<file path="src/dequant_types_pkg.sv">
// Datapath types assume 16-bit two's complement operands and a 32-bit product; outputs saturate to 16 bits
package dequant_types_pkg;

    // Quantized activation or weight value
    typedef logic signed [15:0] qval_t;

    // Fixed-point scale, fraction width is set per design by FRAC_BITS
    typedef logic signed [15:0] scale_t;

    // Dequantized result after shift and clamp
    typedef logic signed [15:0] deq_t;

    // Full-width product of qval_t and scale_t, wide enough for every operand pair
    typedef logic signed [31:0] product_t;

    // Clamp limits of the output
    localparam deq_t DEQ_MAX = 16'sh7fff;
    localparam deq_t DEQ_MIN = 16'sh8000;

endpackage

</file>
<file path="src/dequant_ctrl_pkg.sv">
// Control types for the lane array; pointers are 4 bits wide, so at most 16 lanes are supported
package dequant_ctrl_pkg;

    // Largest lane count a lane_idx_t pointer can address
    localparam int MAX_LANES = 16;

    // Round-robin pointer into the lane array
    typedef logic [3:0] lane_idx_t;

    // Per-lane FSM
    typedef enum logic [1:0] {
        LANE_IDLE = 2'd0,
        LANE_MUL  = 2'd1,
        LANE_HOLD = 2'd2
    } lane_state_e;

endpackage

</file>
<file path="src/lane_collector.sv">
// Drains lanes in the dispatcher's round-robin order, so output order equals input order
`timescale 1ns/1ns

module lane_collector
    import dequant_types_pkg::*;
    import dequant_ctrl_pkg::*;
#(
    parameter int NUM_LANES = 4
) (
    input  logic                 clk,
    input  logic                 rst_n,
    input  logic [NUM_LANES-1:0] lane_out_valid,
    output logic [NUM_LANES-1:0] lane_out_ready,
    input  deq_t                 lane_deq [NUM_LANES],
    output logic                 out_valid,
    input  logic                 out_ready,
    output deq_t                 deq
);

    lane_idx_t rd_ptr;

    // Output mux and ready return for the lane under the read pointer
    always_comb begin
        out_valid = 1'b0;
        deq       = '0;
        for (int i = 0; i < NUM_LANES; i++) begin
            if (rd_ptr == lane_idx_t'(i)) begin
                out_valid         = lane_out_valid[i];
                deq               = lane_deq[i];
                lane_out_ready[i] = out_ready;
            end else begin
                lane_out_ready[i] = 1'b0;
            end
        end
    end

    // A later lane may finish first, it simply waits for its turn
    always_ff @(posedge clk or negedge rst_n) begin
        if (!rst_n) begin
            rd_ptr <= '0;
        end else if (out_valid && out_ready) begin
            if (rd_ptr == lane_idx_t'(NUM_LANES - 1)) begin
                rd_ptr <= '0;
            end else begin
                rd_ptr <= rd_ptr + 1'b1;
            end
        end
    end

endmodule

</file>
<file path="config.mk">
export PLATFORM = sky130hd
export DESIGN_NAME = lane_collector
export DESIGN_NICKNAME = d
export VERILOG_FILES = /design/src/dequant_types_pkg.sv /design/src/dequant_ctrl_pkg.sv /design/src/lane_collector.sv
export SDC_FILE = /design/constraint.sdc
export NUM_CORES = 1
export LEC_CHECK = 0
export ABC_AREA = 1
export BUFFER_PORTS_ARGS = -buffer_cell sky130_fd_sc_hd__buf_2
export CORE_MARGIN = 2
export CORE_UTILIZATION = 35
export DETAILED_ROUTE_END_ITERATION = 16
export PLACE_DENSITY = 0.78
export REMOVE_ABC_BUFFERS = 1
export SLEW_MARGIN = 25
export SYNTH_ARGS = -nofsm -noshare
export SYNTH_HDL_FRONTEND = slang
export SYNTH_SLANG_ARGS = --single-unit
</file>
<file path="constraint.sdc">
create_clock -name clk -period 1.6 [get_ports clk]
set_clock_uncertainty 0.15 [all_clocks]
set_input_delay 0.24 -clock clk [delete_from_list [all_inputs] [get_ports clk]]
set_output_delay 0.24 -clock clk [all_outputs]
set_load 0.01 [all_outputs]
</file>
==> results.md, run 1 <==
- Drt first pass iters: 4
- Avg WL per Cell: 12.5 µm
- Clock transition at the registers of the reported paths: 40 ps
- Grt total ovfl: 0
- # DRC: 0
- RD Place Congestion: 0.730
- Global Route Usage Sum: 0.193
- Die X: 59.0 µm
- Via density: 4.84
- Worst slew margin: 0.870
- CTS tree: yes
- Worst EP arrival: 1640 ps
- Critical Path RT: 1210 ps
- Post-layout minimum cycle time: 2030 ps
- Status: finished, violations left
- Port bufs: 91
- Finished Core Util: 0.769
- Max cap viols: 0
- CP max FO: 8
- Share of cells above drive strength 1: 0.644
- Pwr/cell area: 1680 nW/µm²
- Fmax: 0.493 GHz
- Total Power: 3.62 mW
- Worst Hold End: rd_ptr[0]
- CTS Buf Count: 3
- Actual slew at the worst max-slew pin: 195 ps
- FF-to-FF setup slack: -150 ps
- Total Wirelength: 4.06 mm
- Min-Delay Path Depth: 3
- Final Hold Fails: 0
- Worst-case clock buffer depth: 2
- Violated checks: negative setup slack
- Die span in y: 59.0 µm
- Crit Reg-Reg Endpoint: rd_ptr[1]
- Final nets: 372
- Setup violations, final: 23
- Reg-to-Reg Start: rd_ptr[0]
- Gate Count Post-Synth: 180
- Biggest regs: rd_ptr: 4 flops
- Final period util: 1.27
- Setup WS post-layout: -428 ps
- Synthesized area: 1060 µm²
- Post-synthesis sequential area ratio: 0.0946
- Async SR Flop Fraction: 1.00
- I/O pins: 92
- Die Footprint: 3480 µm²
- Avg Cell Area, Syn: 5.88 µm²
- Clk_lat worst skew: 230 ps
- Row cnt: 19
- EDFF count, synth: 0
- Crit Path Class: reg2out
- CP Capture Type: output port
- Synth Flop Type: dfrtp_1
- DRT antenna net count: 0
- Leakage power: 1.25 nW
- Maximum vdd drop: 1.02 mV
- Pin count of the biggest net entering global routing: 18
- Initial antenna violation count: 0
- Startpoint Class: flip-flop
- Root Driver: clkbuf_4
- Pins Over Slew Limit: 0
- Max reg flops: 4
- Via count: 1,579
- Worst hold path class: in2reg
- First-pass GRT wire length: 5.38 mm
- Vias in the first global route: 1,336
- Hold Crit Start: out_ready
- Yosys cell types: 22
- 1st-iter DRT viols: 45
- Yosys reg bits: 4
- Largest Register: rd_ptr
- Core ar.: 2810 µm²
- Reg2Reg Depth: 11
- RSZ-0062 raised after global routing: yes
- DP HPWL: 2.68 mm
- Synth Warn #: 0
- Initial Util: 0.377
- Clock sinks: 4
- Synthesis-to-layout area growth: 104%
- H-tree depth: 1
- # diodes: 0
==> metal layers <==
metal  share of wire  vias up  GRT usage
li1                -      808          -
met3           0.065        2     0.0349
met2            0.54       54      0.381
met4          0.0034        0     0.0130
met5               0        -          0
met1            0.39      715      0.221
==> worst max-delay path by stage <==
stage	start	to	cells after the start
2_1_floorplan	rd_ptr[0]	out_valid	5
3_3_place_gp	rd_ptr[0]	deq[3]	6
3_5_place_dp	rd_ptr[0]	deq[2]	6
4_1_cts	rd_ptr[0]	deq[11]	7
5_1_grt	rd_ptr[0]	deq[8]	6
6_report	rd_ptr[0]	deq[6]	6
==> through the flow <==
| step | cell area (µm²) | setup WS [ps] | hold WS (ps) | instances | setup TNS, ps |
|---|---|---|---|---|---|
| floorplan | 976 | -296 | -206 | 168 | -4740 |
| CTS | 1900 | -384 | 149 | 324 | -7500 |
| detailed placement | 1670 | -282 | -103 | 313 | -4650 |
| global placement | 1670 | -236 | -104 | 313 | -3800 |
| finish | 2160 | -428 | 173 | 326 | -7940 |
| global route | 2160 | -560 | 175 | 326 | -9550 |
==> synth_stat cells (2+ instances only) <==
cell,n,area (µm²)
buf_2,3,15.0
nor2_1,36,135
nand2_4,2,22.5
clkbuf_1,4,15.0
nand2_2,2,12.5
a21oi_1,17,85.1
nand3_2,2,20.0
dfrtp_1,4,100
o22ai_2,10,125
buf_6,4,45.0
nand3_1,18,90.1
nand4_1,2,12.5
ha_1,4,50.1
o22ai_1,6,37.5
nand2_1,23,86.3
inv_1,37,139
==> worst max-delay path, stage by stage (launching register included) <==
cell and delay [ps]:
dfrtp_2 460, ha_4 220, nand3b_4 250, o22ai_2 150
a21oi_2 70, nor2_1 110, buf_2 140
==> cell type report <==
type                            count  area [µm²]
Clock buffer                        3        22.5
Fill cell                         209         649
Inverter                           37         141
Multi-Input combinational cell    128        1010
Sequential cell                     4         104
Tap cell                           31        38.8
Timing Repair Buffer              123         843
==> placed cells by master, fill, tap and decap left out, drive strengths merged <==
| cell | count |
|---|---|
| buf | 122 |
| inv | 37 |
| nor2 | 37 |
| nand2 | 27 |
| nand3 | 20 |
| a21oi | 17 |
| o22ai | 16 |
| ha | 4 |
| dfrtp | 4 |
| clkbuf | 3 |
| nand3b | 2 |
| nand4 | 2 |
| or2 | 1 |
| a21boi | 1 |
| and3 | 1 |
| dlygate4sd3 | 1 |
==> where the power goes <==
group          switching, mW  internal (mW)
clock network         0.0431         0.0840
registers             0.0433          0.129
logic                   1.69           1.63
total                   1.77           1.85
==> cell families after synthesis <==
| kind of cell | after synthesis | synth area share |
|---|---|---|
| buf+inv | 49 | 0.209 |
| compound gates | 34 | 0.241 |
| flops | 4 | 0.0946 |
| simple gates | 89 | 0.408 |
| fa+ha+maj | 4 | 0.0473 |
==> timing repair <==
action,in CTS,in global routing
setup endpoints to repair,23,23
buffers inserted,5,4
resized for setup,21,56
pin swaps,4,22
hold buffers,1,0
endpoints found under the hold margin,4,0
gates cloned,2,0
Note: power is estimated with default switching activity, not from simulation.
==> run 2: changes to the inputs <==
--- a/config.mk
+++ b/config.mk
@@ -8,9 +8,9 @@
 export ABC_AREA = 1
 export BUFFER_PORTS_ARGS = -buffer_cell sky130_fd_sc_hd__buf_2
 export CORE_MARGIN = 2
-export CORE_UTILIZATION = 35
+export CORE_UTILIZATION = 41
 export DETAILED_ROUTE_END_ITERATION = 16
-export PLACE_DENSITY = 0.78
+export PLACE_DENSITY = 0.93
 export REMOVE_ABC_BUFFERS = 1
 export SLEW_MARGIN = 25
 export SYNTH_ARGS = -nofsm -noshare
==> constraint.sdc (replaced) <==
create_clock -name clk -period 2.5 [get_ports clk]
set_clock_uncertainty 0.15 [all_clocks]
set_input_delay 0.375 -clock clk [delete_from_list [all_inputs] [get_ports clk]]
set_output_delay 0.375 -clock clk [all_outputs]
set_load 0.01 [all_outputs]
==> run 2 against run 1 <==
  * The run now ends clean
  * Worst hold slack gained 130 ps
  * Via count down 8.2%
  * Combinational power decreased by 61%
  * Cell count is 9.2% lower
  * Global-route usage is 1.6 points higher
  * Final area fell by 29%
  * Sequential power decreased by 40%
  * Sequential share of layout area rose by 1.8 points
  * Setup slack improved by 570 ps
  * Highest routed layer unchanged
==> results.md, run 2 (synthesized netlist as in run 1, its figures left out) <==
- FILL cells: 253 (+21%)
- Drt first pass iters: 4 (unchanged)
- Fmax: 0.425 GHz
- Worst-case clock buffer depth: 2 (unchanged)
- Global Route Usage Sum: 0.209 (+0.0160)
- Setup WS post-layout: 146 ps (+574 ps)
- Grt total ovfl: 0 (unchanged)
- Hold Crit Start: out_ready
- # hold bufs at CTS: 1 (unchanged)
- RSZ-0062 raised after global routing: no
- Largest Register: rd_ptr
- Worst EP arrival: 1830 ps (+190 ps)
- RD Place Congestion: 0.871 (+19%)
- First-pass GRT wire length: 4.61 mm (-14%)
- Post-Route Setup TNS: 0 ps (+7940 ps)
- Actual slew at the worst max-slew pin: 351 ps (+156 ps)
- Final Hold Fails: 0 (unchanged)
- Clock sinks: 4 (unchanged)
- H-tree depth: 1 (unchanged)
- Share of cells above drive strength 1: 0.432 (-0.212)
- Biggest regs: rd_ptr: 4 flops
- CTS Buf Count: 3 (unchanged)
- Avg WL per Cell: 10.7 µm (-15%)
- Synthesis-to-layout area growth: 44.0%
- Pins Over Slew Limit: 0 (unchanged)
- Initial antenna violation count: 0 (unchanged)
- DRT antenna net count: 0 (unchanged)
- Critical Path RT: 1980 ps (+770 ps)
- Post-CTS sizing: 0 (-100%)
- Maximum vdd drop: 0.682 mV (-33%)
- I/O pins: 92 (unchanged)
- CP max FO: 16 (+8)
- Via count: 1,449 (-8.2%)
- 1st-iter DRT viols: 32 (-29%)
- # DRC: 0 (unchanged)
- Post-CTS Setup Inserts: 0 (-5)
- Worst slew margin: 0.765 (-0.105)
- CP startpoint: rd_ptr[1]
- # diodes: 0 (unchanged)
- Total Wirelength: 3.15 mm (-22%)
- Root Driver: clkbuf_4
- Crit Path Class: reg2out
- Setup violations, final: 0 (-100%)
- Die X: 54.8 µm (-7.1%)
- Core ar.: 2450 µm² (-12%)
- Max reg flops: 4 (unchanged)
- Via density: 4.90 (+1.1%)
- Initial Util: 0.431 (+0.0539)
- Startpoint Class: flip-flop
- Die Footprint: 3000 µm² (-14%)
- Clock transition at the registers of the reported paths: 30 ps (about the same)
- Pin count of the biggest net entering global routing: 20 (+2)
- DP HPWL: 2.50 mm (-6.7%)
- Vias in the first global route: 1,155 (-14%)
- Row cnt: 18 (-1)
- CTS tree: yes
- DP Worst Slack: 419 ps (+701 ps)
- Status: finished clean
- Leakage power: 1.03 nW (-18%)
- Commonest non-fill, non-tap cell in the layout: buf_2
- Commonest non-fill, non-tap cells in the layout: 91 x buf_2, 37 x inv_1, 36 x nor2_1, 23 x nand2_1, 18 x nand3_1
- Post-layout minimum cycle time: 2350 ps
- CP Capture Type: output port
- Max cap viols: 0 (unchanged)
- Final nets: 343 (-7.8%)
- Worst hold path class: in2reg
- Pwr/cell area: 980 nW/µm² (-42%)
- Reg-to-Reg Start: rd_ptr[0]
- Clk_lat worst skew: 230 ps (about the same)
- Port bufs: 91 (unchanged)
- Die span in y: 54.8 µm (-7.1%)
- Final period util: 0.942
==> run 2: layer usage <==
layer | track usage | part of all wire | vias to the layer above
met5 | 0 | 0 | -
met4 | 0.0500 | 0.0057 | 0
met3 | 0.0492 | 0.11 | 4
met2 | 0.389 | 0.49 | 65
met1 | 0.235 | 0.39 | 634
li1 | - | - | 746
==> run 2: layout make-up <==
| class | count | area, µm² | area share |
|---|---|---|---|
| inverter | 37 | 139 | 0.0911 |
| timing repair buffer | 95 | 488 | 0.320 |
| multi-input combinational | 127 | 737 | 0.484 |
| clock buffer | 3 | 22.5 | 0.0148 |
| sequential | 4 | 100 | 0.0657 |
| tap | 30 | 37.5 | 0.0246 |
==> run 2: per-stage QoR <==
step	area [µm²]	power, mW	hold WS (ps)	util	std cells
2_1_floorplan	976	0.987	-70.6	-	168
3_3_place_gp	1490	1.40	36.5	0.608	292
3_5_place_dp	1490	1.42	37.4	0.608	292
4_1_cts	1520	1.50	301	0.621	296
5_1_grt	1520	1.67	303	0.621	296
6_report	1520	1.49	305	0.621	296
==> run 2: where the power goes <==
| part | leakage (nW) | switching, mW | internal (mW) |
|---|---|---|---|
| clock | 0.0138 | 0.0237 | 0.0535 |
| sequential | 0.0528 | 0.0222 | 0.0813 |
| combinational | 0.959 | 0.770 | 0.543 |
==> run 2: worst paths after layout <==
kind / end / slack, ps / depth (start not counted)
worst max register to register: rd_ptr[1] / 740 / 8
max in group asynchronous: rd_ptr[0] / 1750 / 2
worst max-delay path: deq[15] / 150 / 7
worst min register to register: rd_ptr[3] / 350 / 0
min in group asynchronous: rd_ptr[3] / 330 / 2
worst min-delay path: rd_ptr[0] / 300 / 3
==> run 2: worst max-delay path: stages, from the launching register on <==
cell and delay [ps]:
dfrtp_1 400, inv_1 90, ha_1 250, nand3b_4 330, o22ai_1 210, a21oi_1 100, nor2_1 90, buf_2 130
