$ cat config.mk
export PLATFORM = sky130hd
export DESIGN_NAME = lane_dispatcher
export DESIGN_NICKNAME = d
export VERILOG_FILES = /design/src/dequant_types_pkg.sv /design/src/dequant_ctrl_pkg.sv /design/src/lane_dispatcher.sv
export SDC_FILE = /design/constraint.sdc
export NUM_CORES = 1
export LEC_CHECK = 0
export ABC_CLOCK_PERIOD_IN_PS = 1900
export BUFFER_PORTS_ARGS = -buffer_cell sky130_fd_sc_hd__buf_4
export CAP_MARGIN = 5
export CORE_UTILIZATION = 27
export CTS_CLUSTER_DIAMETER = 120
export DETAILED_ROUTE_END_ITERATION = 7
export GPL_TIMING_DRIVEN = 0
export PLACE_DENSITY = 0.74
export SYNTH_ARGS = -nofsm -noshare
export SYNTH_HDL_FRONTEND = slang
export SYNTH_SLANG_ARGS = --single-unit
$ cat constraint.sdc
create_clock -name clk -period 1.9 [get_ports clk]
set_clock_uncertainty 0.2 [all_clocks]
set_input_delay 0.095 -clock clk [delete_from_list [all_inputs] [get_ports clk]]
set_output_delay 0.095 -clock clk [all_outputs]
set_load 0.05 [all_outputs]
$ cat src/dequant_types_pkg.sv
// Datapath types assume 16-bit two's complement operands and a 32-bit product; outputs saturate to 16 bits
package dequant_types_pkg;

    // Quantized activation or weight value
    typedef logic signed [15:0] qval_t;

    // Fixed-point scale, fraction width is set per design by FRAC_BITS
    typedef logic signed [15:0] scale_t;

    // Dequantized result after shift and clamp
    typedef logic signed [15:0] deq_t;

    // Full-width product of qval_t and scale_t, wide enough for every operand pair
    typedef logic signed [31:0] product_t;

    // Clamp limits of the output
    localparam deq_t DEQ_MAX = 16'sh7fff;
    localparam deq_t DEQ_MIN = 16'sh8000;

endpackage

$ cat src/dequant_ctrl_pkg.sv
// Control types for the lane array; pointers are 4 bits wide, so at most 16 lanes are supported
package dequant_ctrl_pkg;

    // Largest lane count a lane_idx_t pointer can address
    localparam int MAX_LANES = 16;

    // Round-robin pointer into the lane array
    typedef logic [3:0] lane_idx_t;

    // Per-lane FSM
    typedef enum logic [1:0] {
        LANE_IDLE = 2'd0,
        LANE_MUL  = 2'd1,
        LANE_HOLD = 2'd2
    } lane_state_e;

endpackage

$ cat src/lane_dispatcher.sv
// Strict round-robin steering; stalls on a busy lane even if others are free, NUM_LANES 1..16
`timescale 1ns/1ns

module lane_dispatcher
    import dequant_types_pkg::*;
    import dequant_ctrl_pkg::*;
#(
    parameter int NUM_LANES = 4
) (
    input  logic                 clk,
    input  logic                 rst_n,
    input  logic                 in_valid,
    output logic                 in_ready,
    input  qval_t                qval,
    input  scale_t               scale,
    output logic [NUM_LANES-1:0] lane_in_valid,
    input  logic [NUM_LANES-1:0] lane_in_ready,
    output qval_t                lane_qval,
    output scale_t               lane_scale
);

    lane_idx_t wr_ptr;

    // Pointer width limits the lane count
    if (NUM_LANES < 1 || NUM_LANES > MAX_LANES) begin : g_bad_lanes
        $error("lane_dispatcher: NUM_LANES must lie in 1..%0d", MAX_LANES);
    end

    // Operands go to every lane, only the selected one sees valid
    assign lane_qval  = qval;
    assign lane_scale = scale;

    always_comb begin
        in_ready = 1'b0;
        for (int i = 0; i < NUM_LANES; i++) begin
            if (wr_ptr == lane_idx_t'(i)) begin
                lane_in_valid[i] = in_valid;
                in_ready         = lane_in_ready[i];
            end else begin
                lane_in_valid[i] = 1'b0;
            end
        end
    end

    // Advance on each accepted item, wrap at the last lane
    always_ff @(posedge clk or negedge rst_n) begin
        if (!rst_n) begin
            wr_ptr <= '0;
        end else if (in_valid && in_ready) begin
            if (wr_ptr == lane_idx_t'(NUM_LANES - 1)) begin
                wr_ptr <= '0;
            end else begin
                wr_ptr <= wr_ptr + 1'b1;
            end
        end
    end

endmodule

==> results of run 1 <==
[cell families (layout without fill, tap and decap cells)]
kind of cell	count (synthesis)	count (layout)	synth area share (%)
compound gates	6	6	7.09
fa+ha+maj	4	4	9.15
buf+inv	37	90	47.4
flops	4	4	18.3
mux	2	2	4.58
simple gates	12	12	13.5
[layer usage]
metal	global-route usage, %	vias up
met4	8.57	0
met1	8.12	243
li1	-	284
met5	0	-
met3	3.85	4
met2	18.9	50
[layout by cell type, fill, tap and decap left out, types with 2 or more instances in the layout]
master / count
a21oi_1: 2
and3_1: 5
buf_4: 79
clkbuf_1: 2
clkbuf_4: 3
dfrtp_1: 4
dlygate4sd3_1: 2
ha_1: 2
inv_1: 3
nor2_1: 2
[area by class of cell]
cell class	instances	area (um2)	share of cell area, %
Multi-Input combinational cell	24	215	21.3
Sequential cell	4	100	9.89
Buffer	34	248	24.5
Inverter	3	11.3	1.11
Timing Repair Buffer	50	384	37.9
Clock buffer	3	22.5	2.22
Tap cell	25	31.3	3.09
[worst max-delay path, stage by stage, from the launching register on]
cell and delay, ns:
dfrtp_1 0.40, ha_2 0.20, or3_4 0.33, a211oi_2 0.25, or2_1 0.15, buf_6 0.15
[path summary, 6_finish.rpt]
check	start	depth (start not counted)	slack [ns]	to
worst max-delay path	wr_ptr[1]	5	-0.11	in_ready
worst min-delay path	lane_in_ready[3]	4	0.03	wr_ptr[0]
worst max register to register	wr_ptr[1]	6	-0.10	wr_ptr[1]
worst min register to register	wr_ptr[2]	1	0.30	wr_ptr[2]
max in group asynchronous	rst_n	3	0.78	wr_ptr[1]
min in group asynchronous	rst_n	3	0.56	wr_ptr[0]
[power by group through the flow]
stage / clock (mW) / combinational, mW / sequential (mW)
6_report: 0.101 / 0.876 / 0.132
5_1_grt: 0.113 / 0.939 / 0.134
4_1_cts: 0.109 / 0.820 / 0.129
3_5_place_dp: 0 / 0.722 / 0.136
3_3_place_gp: 0 / 0.714 / 0.134
2_1_floorplan: 0 / 0.556 / 0.130
[timing repair]
item / in CTS / in global routing
buffers inserted: 4 / 1
setup endpoints to repair: 2 / 2
pin swaps: 3 / 1
hold buffers: 2 / 0
hold endpoints to repair: 4 / 0
gates resized for setup: 4 / 3
[through the flow]
stage	util [%]	total power [mW]	hold slack, ns	cells
after detailed placement	49.5	0.857	-0.307	133
after global placement	49.5	0.848	-0.309	133
after floorplan	-	0.687	-0.401	65
final	55.6	1.11	0.0345	143
after CTS	54.2	1.06	0.0264	142
after global routing	55.6	1.19	0.0475	143
==> flow_metrics.py, run 1 <==
metrics = {
    "die": {
        "row_count": 15,
        "die_y_um": 47,
        "core_um2": 1820,
        "die_w_um": 47,
        "io_pins": 76,
        "initial_core_util_pct": 30.0,
        "die_area_um2": 2210,
    },
    "worst_setup_path": {
        "critical_path_class": "register to output pin",
        "path_max_fanout": 3,
        "worstPathArrival_ns": 1.71,
        "endpoint_kind": "output pin",
        "setup.worst_path.start_class": "register",
        "crit_required_ns": 1.60,
    },
    "cts": {
        "clkTransAtPathRegs_ns": 0.03,
        "numCtsBuffers": 3,
        "cts-htree-levels": 1,
        "clkSinkCount": 4,
        "cts_tree": "done",
        "cts_buffer_depth": 2,
        "cts_root_buffer": "clkbuf_4",
        "clk_latency_ns": 0.23,
    },
    "yosys": {
        "synth-edff-count": 0,
        "avgSynthCellArea_um2": 8.41,
        "ys_ff_latch": 4,
        "synth_area_leader_cell": "buf_4",
        "ys_seq_area_share_pct": 18.3,
        "netlist.area_leader.share_pct": 43.9,
        "synth_area_leaders": "buf_4, dfrtp_1, ha_1",
        "synth_ff_type": "dfrtp_1",
        "yosysUniqueCellTypes": 18,
        "syn_nets": 108,
        "synth.most_common_cell": "buf_4",
        "synth_area_um2": 547,
        "synthCells": 65,
        "yosysWarnings": 0,
        "synth_common_cells": "buf_4, and3_1, dfrtp_1, ha_1",
        "async_flop_share_pct": 100,
    },
    "placed_design": {
        "gp_congestion": 0.811,
        "pre_cts_slack_ns": -0.0517,
        "port_buffers": 43,
        "dp_hpwl_mm": 1.06,
        "postPlaceCellArea_um2": 901,
    },
    "routing": {
        "wl_met3_um": 159,
        "drc": 0,
        "m1WireLength_um": 369,
        "drtPass1Iterations": 3,
        "post_drt_via_cell_ratio": 4.06,
        "totalWireLength_mm": 1.26,
        "vias": 581,
        "routed-wl-met2_um": 705,
        "top_layer_used": "met4",
        "wl_per_cell_um": 8.79,
        "drt_iter0_drc": 6,
        "ant_nets": 0,
    },
    "timing": {
        "rsz0062_at_grt": "true",
        "finalCritPeriodShare_pct": 106,
        "maxSlewHeadroom_pct": 83.5,
        "fin_setup_tns_ns": -0.201,
        "slew_violations": 0,
        "setup_viol": 2,
        "period_minus_slack_ns": 2.01,
        "fmax_mhz": 499,
        "worst_slew_pin_slew_ns": 0.246,
        "finalHoldViolCount": 0,
        "fin_ws_ns": -0.105,
    },
    "global_routing": {
        "grt_pass1_wl_mm": 1.48,
        "grt_pass1_vias": 418,
        "grt_max_degree": 7,
        "grt_overflow": 0,
        "antenna_found_initial": 0,
        "grt_use_total_pct": 10.1,
    },
    "layout": {
        "synthToLayoutAreaGrowth_pct": 85.1,
        "top_register": "wr_ptr",
        "final_cell_area_um2": 1010,
        "reg.largest.list": "wr_ptr: 4 flops",
        "largest_register_ffs": 4,
        "fin_nets": 163,
        "fillers": 150,
        "antenna_cells": 0,
        "drive_gt1_share_pct": 76.3,
    },
    "pwr": {
        "p_leak_nw": 0.582,
        "intPower_uw": 568,
        "switching_power_uw": 541,
        "combPwrFrac_pct": 79.0,
        "power_frac_seq_pct": 11.9,
        "pwr-share-clk_pct": 9.1,
        "p_sw_share_pct": 48.8,
        "ir_worst_vdd_v": 0.000763,
        "powerDensity_nw_per_um2": 1090,
    },
    "status": {
        "outcome": "finished with violations",
        "violations": "negative setup slack",
    },
    "worst_hold_path": {
        "hold_path.class": "input pin to register",
    },
    "flow_run": {
        "maxCapViolCount": 0,
    },
}
Note: power is estimated with default switching activity, not from simulation.
==> run 2, diff against run 1 <==
Settings changed: ABC_CLOCK_PERIOD_IN_PS 1900 to 2290, CORE_UTILIZATION 27 to 30, PLACE_DENSITY 0.74 to 0.78.
Clock period 1.9 ns to 2.29 ns, I/O delays scaled along.
==> run 2 against run 1 <==
Compared with the run above: the flow now finishes without violations; combinational power fell by 32%; first-iteration DRC count rose by 120%; register-to-register slack better by 0.45 ns; wire length decreased by 14%; clock power shrank 17%; sequential power down 15%; critical path depth did not move; worst setup slack improved by 0.35 ns; global-route usage shrank 1.0 points; flip-flop and latch count stayed put; clock-buffer cell count stayed put; hold slack got worse by 0.025 ns; highest routed layer is now met3.
==> flow_metrics.py, run 2 (synthesis gave the netlist of run 1 again) <==
metrics = {
    "status": {
        "outcome": "completed",
    },
    "timing": {
        "fmax_mhz": 489,
        "period_minus_slack_ns": 2.05,
        "fin_setup_tns_ns": 0,
        "rsz0062_at_grt": "false",
        "worst_slew_pin_slew_ns": 0.242,
        "finalHoldViolCount": 0,
        "slew_violations": 0,
        "maxSlewHeadroom_pct": 83.8,
        "setup_viol": 0,
        "finalCritPeriodShare_pct": 89.4,
        "holdWs_ns": 0.00943,
    },
    "worst_setup_path": {
        "r2r_start": "wr_ptr[0]",
        "cp_cell_sequence": "ha_1, or3_1, a211oi_2, or2_1, buf_4",
        "r2r_slack_ns": 0.35,
        "worstPathArrival_ns": 1.73,
        "slowest_delay_ns": 0.41,
        "crit_required_ns": 1.98,
        "timing.rr.end": "wr_ptr[1]",
        "critical_path_class": "register to output pin",
        "endpoint_kind": "output pin",
        "r2r_cells": 5,
        "setup.worst_path.start_class": "register",
        "path_max_fanout": 5,
        "critPathSlowestCell": "dfrtp_1",
    },
    "layout": {
        "layout_common_cells": "buf_4, and3_1, ha_1, dfrtp_1",
        "fin_nets": 157,
        "antenna_cells": 0,
        "synthToLayoutAreaGrowth_pct": 70.7,
        "final_util_pct": 54.7,
        "largest_register_ffs": 4,
        "fillers": 176,
        "final_common_cell": "buf_4",
        "reg.largest.list": "wr_ptr: 4 flops",
        "top_register": "wr_ptr",
        "drive_gt1_share_pct": 71.4,
    },
    "die": {
        "die_w_um": 44.7,
        "core_um2": 1710,
        "io_pins": 76,
        "die_area_um2": 2000,
        "row_count": 15,
        "initial_core_util_pct": 32.0,
        "die_y_um": 44.7,
    },
    "cts": {
        "cts.repair.resized": 0,
        "cts_buffer_depth": 2,
        "cts_root_buffer": "clkbuf_4",
        "clkSinkCount": 4,
        "numCtsBuffers": 3,
        "cts-htree-levels": 1,
        "clkTransAtPathRegs_ns": 0.04,
        "clk_latency_ns": 0.23,
        "cts_tree": "done",
    },
    "routing": {
        "totalWireLength_mm": 1.08,
        "drt_iter0_drc": 13,
        "drc": 0,
        "drtPass1Iterations": 4,
        "vias": 547,
        "wl_per_cell_um": 7.89,
        "post_drt_via_cell_ratio": 3.99,
        "ant_nets": 0,
    },
    "pwr": {
        "p_leak_nw": 0.553,
        "combPwrFrac_pct": 75.3,
        "pwr-share-clk_pct": 10.5,
        "p_sw_share_pct": 51.5,
        "ir_worst_vdd_v": 0.000403,
        "intPower_uw": 384,
        "powerDensity_nw_per_um2": 848,
        "power_frac_seq_pct": 14.1,
        "p_total_uw": 792,
        "switching_power_uw": 408,
    },
    "worst_hold_path": {
        "hold_path.class": "input pin to async pin",
    },
    "placed_design": {
        "port_buffers": 43,
        "gp_congestion": 0.810,
        "dp_hpwl_um": 996,
    },
    "global_routing": {
        "antenna_found_initial": 0,
        "grt_max_degree": 7,
        "grt_overflow": 0,
        "grt_use_total_pct": 9.11,
        "grt_pass1_vias": 368,
        "grt_pass1_wl_mm": 1.33,
    },
    "flow_run": {
        "maxCapViolCount": 0,
    },
}
[run 2: cell count changes in the layout (fill, tap and decap cells not counted), sizes merged]
cell	change
dlygate4sd3	-1
buf	-5
[run 2: worst max path at each step]
stage | start | to
floorplan | wr_ptr[0] | in_ready
global placement | wr_ptr[0] | wr_ptr[1]
detailed placement | wr_ptr[0] | wr_ptr[1]
CTS | wr_ptr[0] | in_ready
global route | wr_ptr[0] | in_ready
finish | wr_ptr[0] | in_ready
[run 2: area by class of cell]
cell class	instances	area (um2)	area share, %
Buffer	34	248	26.5
Clock buffer	3	22.5	2.41
Inverter	3	11.3	1.21
Multi-Input combinational cell	24	188	20.1
Sequential cell	4	100	10.7
Tap cell	25	31.3	3.35
Timing Repair Buffer	44	333	35.7
[run 2: power groups by stage]
stage | Sequential [mW] | Clock [mW] | Combinational [mW]
after detailed placement | 0.113 | 0 | 0.597
after global routing | 0.115 | 0.0903 | 0.637
after CTS | 0.112 | 0.0876 | 0.599
after global placement | 0.111 | 0 | 0.589
final | 0.112 | 0.0834 | 0.597
after floorplan | 0.108 | 0 | 0.462
[run 2: layer usage]
layer / routed length (um) / vias to the layer above / track usage, %
met4: 0 / 0 / 3.64
met1: 364 / 237 / 8.60
li1: - / 277 / -
met2: 591 / 33 / 17.4
met3: 125 / 0 / 3.60
met5: 0 / - / 0
[run 2: through the flow]
stage	instances	instance area, um2	setup slack, ns
6_report	137	933	0.244
5_1_grt	137	933	0.169
4_1_cts	137	933	0.239
3_5_place_dp	133	901	0.368
3_3_place_gp	133	901	0.377
2_1_floorplan	65	547	0.452
[run 2: worst max-delay path, delay by kind of cell, from the launching register on]
family | cells | cell delay, ns
AO/OA/AOI/OAI | 1 | 0.18
adder cells (fa/ha/maj) | 1 | 0.26
buffers and inverters | 1 | 0.19
flip-flops | 1 | 0.41
AND/OR/NAND/NOR | 2 | 0.46
[run 2: repair_timing]
| item | in CTS | in global routing |
|---|---|---|
| setup buffers | 0 | 0 |
| endpoints found under the hold margin | 4 | 0 |
| hold buffers | 1 | 0 |
| setup endpoints to repair | 0 | 0 |
==> run 3, diff against run 2 <==
Settings changed: ABC_AREA set to 1, CORE_UTILIZATION 30 to 31, CTS_BUF_LIST set to sky130_fd_sc_hd__clkbuf_8, PLACE_DENSITY 0.78 to 0.8.
==> run 3 against run 2 <==
Compared with the run above: power grew 6.3%; worst setup slack gained 0.24 ns; clock-buffer cell count is the same; sequential power shrank 4%; largest cell class unchanged.
==> flow_metrics.py, run 3 <==
metrics = {
    "cts": {
        "clk_latency_ns": 0.22,
        "cts_buffer_depth": 2,
        "numCtsBuffers": 3,
        "cts-htree-levels": 1,
        "cts_setup_buffers": 0,
        "clkTransAtPathRegs_ns": 0.03,
        "clkSinkCount": 4,
        "cts_tree": "done",
        "cts_root_buffer": "clkbuf_8",
    },
    "timing": {
        "slew_violations": 0,
        "holdWs_ns": 0.0345,
        "period_minus_slack_ns": 1.81,
        "fin_ws_ns": 0.479,
        "finalCritPeriodShare_pct": 79.1,
        "setup_viol": 0,
        "finalHoldViolCount": 0,
        "fmax_mhz": 552,
        "maxSlewHeadroom_pct": 87.7,
        "worst_slew_pin_slew_ns": 0.183,
        "fin_setup_tns_ns": 0,
        "rsz0062_at_grt": "false",
    },
    "global_routing": {
        "grt_use_total_pct": 13.1,
        "grt_overflow": 0,
        "antenna_found_initial": 0,
        "grt_pass1_wl_mm": 1.81,
        "grt_pass1_vias": 507,
        "grt_max_degree": 8,
    },
    "pwr": {
        "powerDensity_nw_per_um2": 867,
        "p_leak_nw": 0.582,
        "ir_worst_vdd_v": 0.000603,
        "p_total_uw": 842,
    },
    "yosys": {
        "synth-edff-count": 0,
        "avgSynthCellArea_um2": 7.52,
        "synth.most_common_cell": "buf_4",
        "ys_ff_latch": 4,
        "synth_top_family_by_area": "buffers and inverters",
        "synth_area_um2": 557,
        "synth-simple-area-share_pct": 23.4,
        "netlist.area_leader.share_pct": 43.1,
        "synth_compound_area_share_pct": 0,
        "yosysWarnings": 0,
        "synth_xor_area_share_pct": 0,
        "synth.area.mux_share_pct": 0,
        "yosysUniqueCellTypes": 13,
        "synthCells": 74,
        "ys_seq_area_share_pct": 18.0,
        "synth_ff_type": "dfrtp_1",
        "synthAdderAreaFrac_pct": 8.99,
        "synth_common_cells": "buf_4, nand2_1, inv_1, nor2_1, nand3_1",
        "syn_nets": 117,
        "synth_area_leader_cell": "buf_4",
        "synth_area_leaders": "buf_4, dfrtp_1, ha_1",
        "async_flop_share_pct": 100,
    },
    "placed_design": {
        "port_buffers": 43,
        "pre_cts_slack_ns": 0.720,
        "gp_congestion": 0.737,
        "dp_hpwl_mm": 1.17,
    },
    "die": {
        "initial_core_util_pct": 34.9,
        "io_pins": 76,
        "row_count": 14,
        "core_um2": 1590,
        "die_y_um": 44.4,
        "die_area_um2": 1970,
        "die_w_um": 44.4,
    },
    "worst_setup_path": {
        "crit_path_end": "in_ready",
        "r2r_start": "wr_ptr[1]",
        "r2r_cells": 10,
        "worstPathArrival_ns": 1.50,
        "endpoint_kind": "output pin",
        "crit_required_ns": 1.98,
        "critical_path_class": "register to output pin",
        "critPathLaunch": "wr_ptr[1]",
        "path_max_fanout": 4,
        "setup.worst_path.start_class": "register",
        "r2r_slack_ns": 0.72,
        "timing.rr.end": "wr_ptr[0]",
    },
    "worst_hold_path": {
        "hold_path.class": "input pin to async pin",
    },
    "layout": {
        "antenna_cells": 0,
        "fin_nets": 167,
        "reg.largest.list": "wr_ptr: 4 flops",
        "final_common_cell": "buf_4",
        "synthToLayoutAreaGrowth_pct": 74.4,
        "layout_common_cells": "buf_4, nand2_1, inv_1, nor2_1, nand3_1",
        "top_register": "wr_ptr",
        "largest_register_ffs": 4,
        "drive_gt1_share_pct": 68.0,
    },
    "routing": {
        "drc": 0,
        "vias": 601,
        "post_drt_via_cell_ratio": 4.12,
        "drt_iter0_drc": 4,
        "totalWireLength_mm": 1.33,
        "wl_per_cell_um": 9.11,
        "drtPass1Iterations": 4,
        "ant_nets": 0,
    },
    "flow_run": {
        "maxCapViolCount": 0,
    },
    "status": {
        "outcome": "completed",
    },
}
-- run 3: final cells by class --
class                   instances  area (um2)
flip-flops and latches          4         100
fillers                       143         623
well taps                      24        30.0
inverters                       6        22.5
clock buffers                   3        41.3
plain buffers                  34         254
repair buffers                 45         343
multi-input cells              30         180
-- run 3: cell families (layout without fill, tap and decap cells) --
group | count (synthesis) | after routing
buffers and inverters | 40 | 88
AND/OR/NAND/NOR | 26 | 26
adder cells (fa/ha/maj) | 4 | 4
flip-flops | 4 | 4
-- run 3: what timing repair did --
action / in CTS / in global routing
hold buffers: 2 / 0
resized for setup: 0 / 0
hold endpoints to repair: 5 / 0
-- run 3: critical path: stages, from the launching register on --
cell and delay, ns:
dfrtp_1 0.38, inv_1 0.08, ha_1 0.21, nor2_1 0.11
nand3_1 0.08, nand3_1 0.09, nand2_2 0.07, nand2_4 0.08
buf_4 0.20
-- run 3: stage by stage --
step,instance area (um2),util [%],std cells
2_1_floorplan,557,-,74
3_3_place_gp,910,57.1,141
3_5_place_dp,910,57.1,141
4_1_cts,971,60.9,146
5_1_grt,971,60.9,146
6_report,971,60.9,146
-- run 3: power breakdown --
part / internal (mW) / leakage [nW] / total (mW) / switching, mW
clock network: 0.112 / 0.0216 / 0.148 / 0.0364
registers: 0.0887 / 0.0528 / 0.108 / 0.0198
logic: 0.199 / 0.508 / 0.585 / 0.386
total: 0.400 / 0.582 / 0.842 / 0.442
-- run 3: worst min-delay path by stage --
stage / cells after the start / from / end
after global placement: 1 / rst_n / wr_ptr[3]
after detailed placement: 1 / rst_n / wr_ptr[2]
final: 2 / rst_n / wr_ptr[1]
after floorplan: 0 / rst_n / wr_ptr[0]
after global routing: 2 / rst_n / wr_ptr[1]
after CTS: 2 / rst_n / wr_ptr[1]
-- run 3: metal layers --
metal  vias up  wire [um]  GRT usage (%)
met1       259        407           10.5
met2        51        728           27.1
li1        287          -              -
met5         -          0              0
met4         0         26           9.09
met3         4        168           2.45
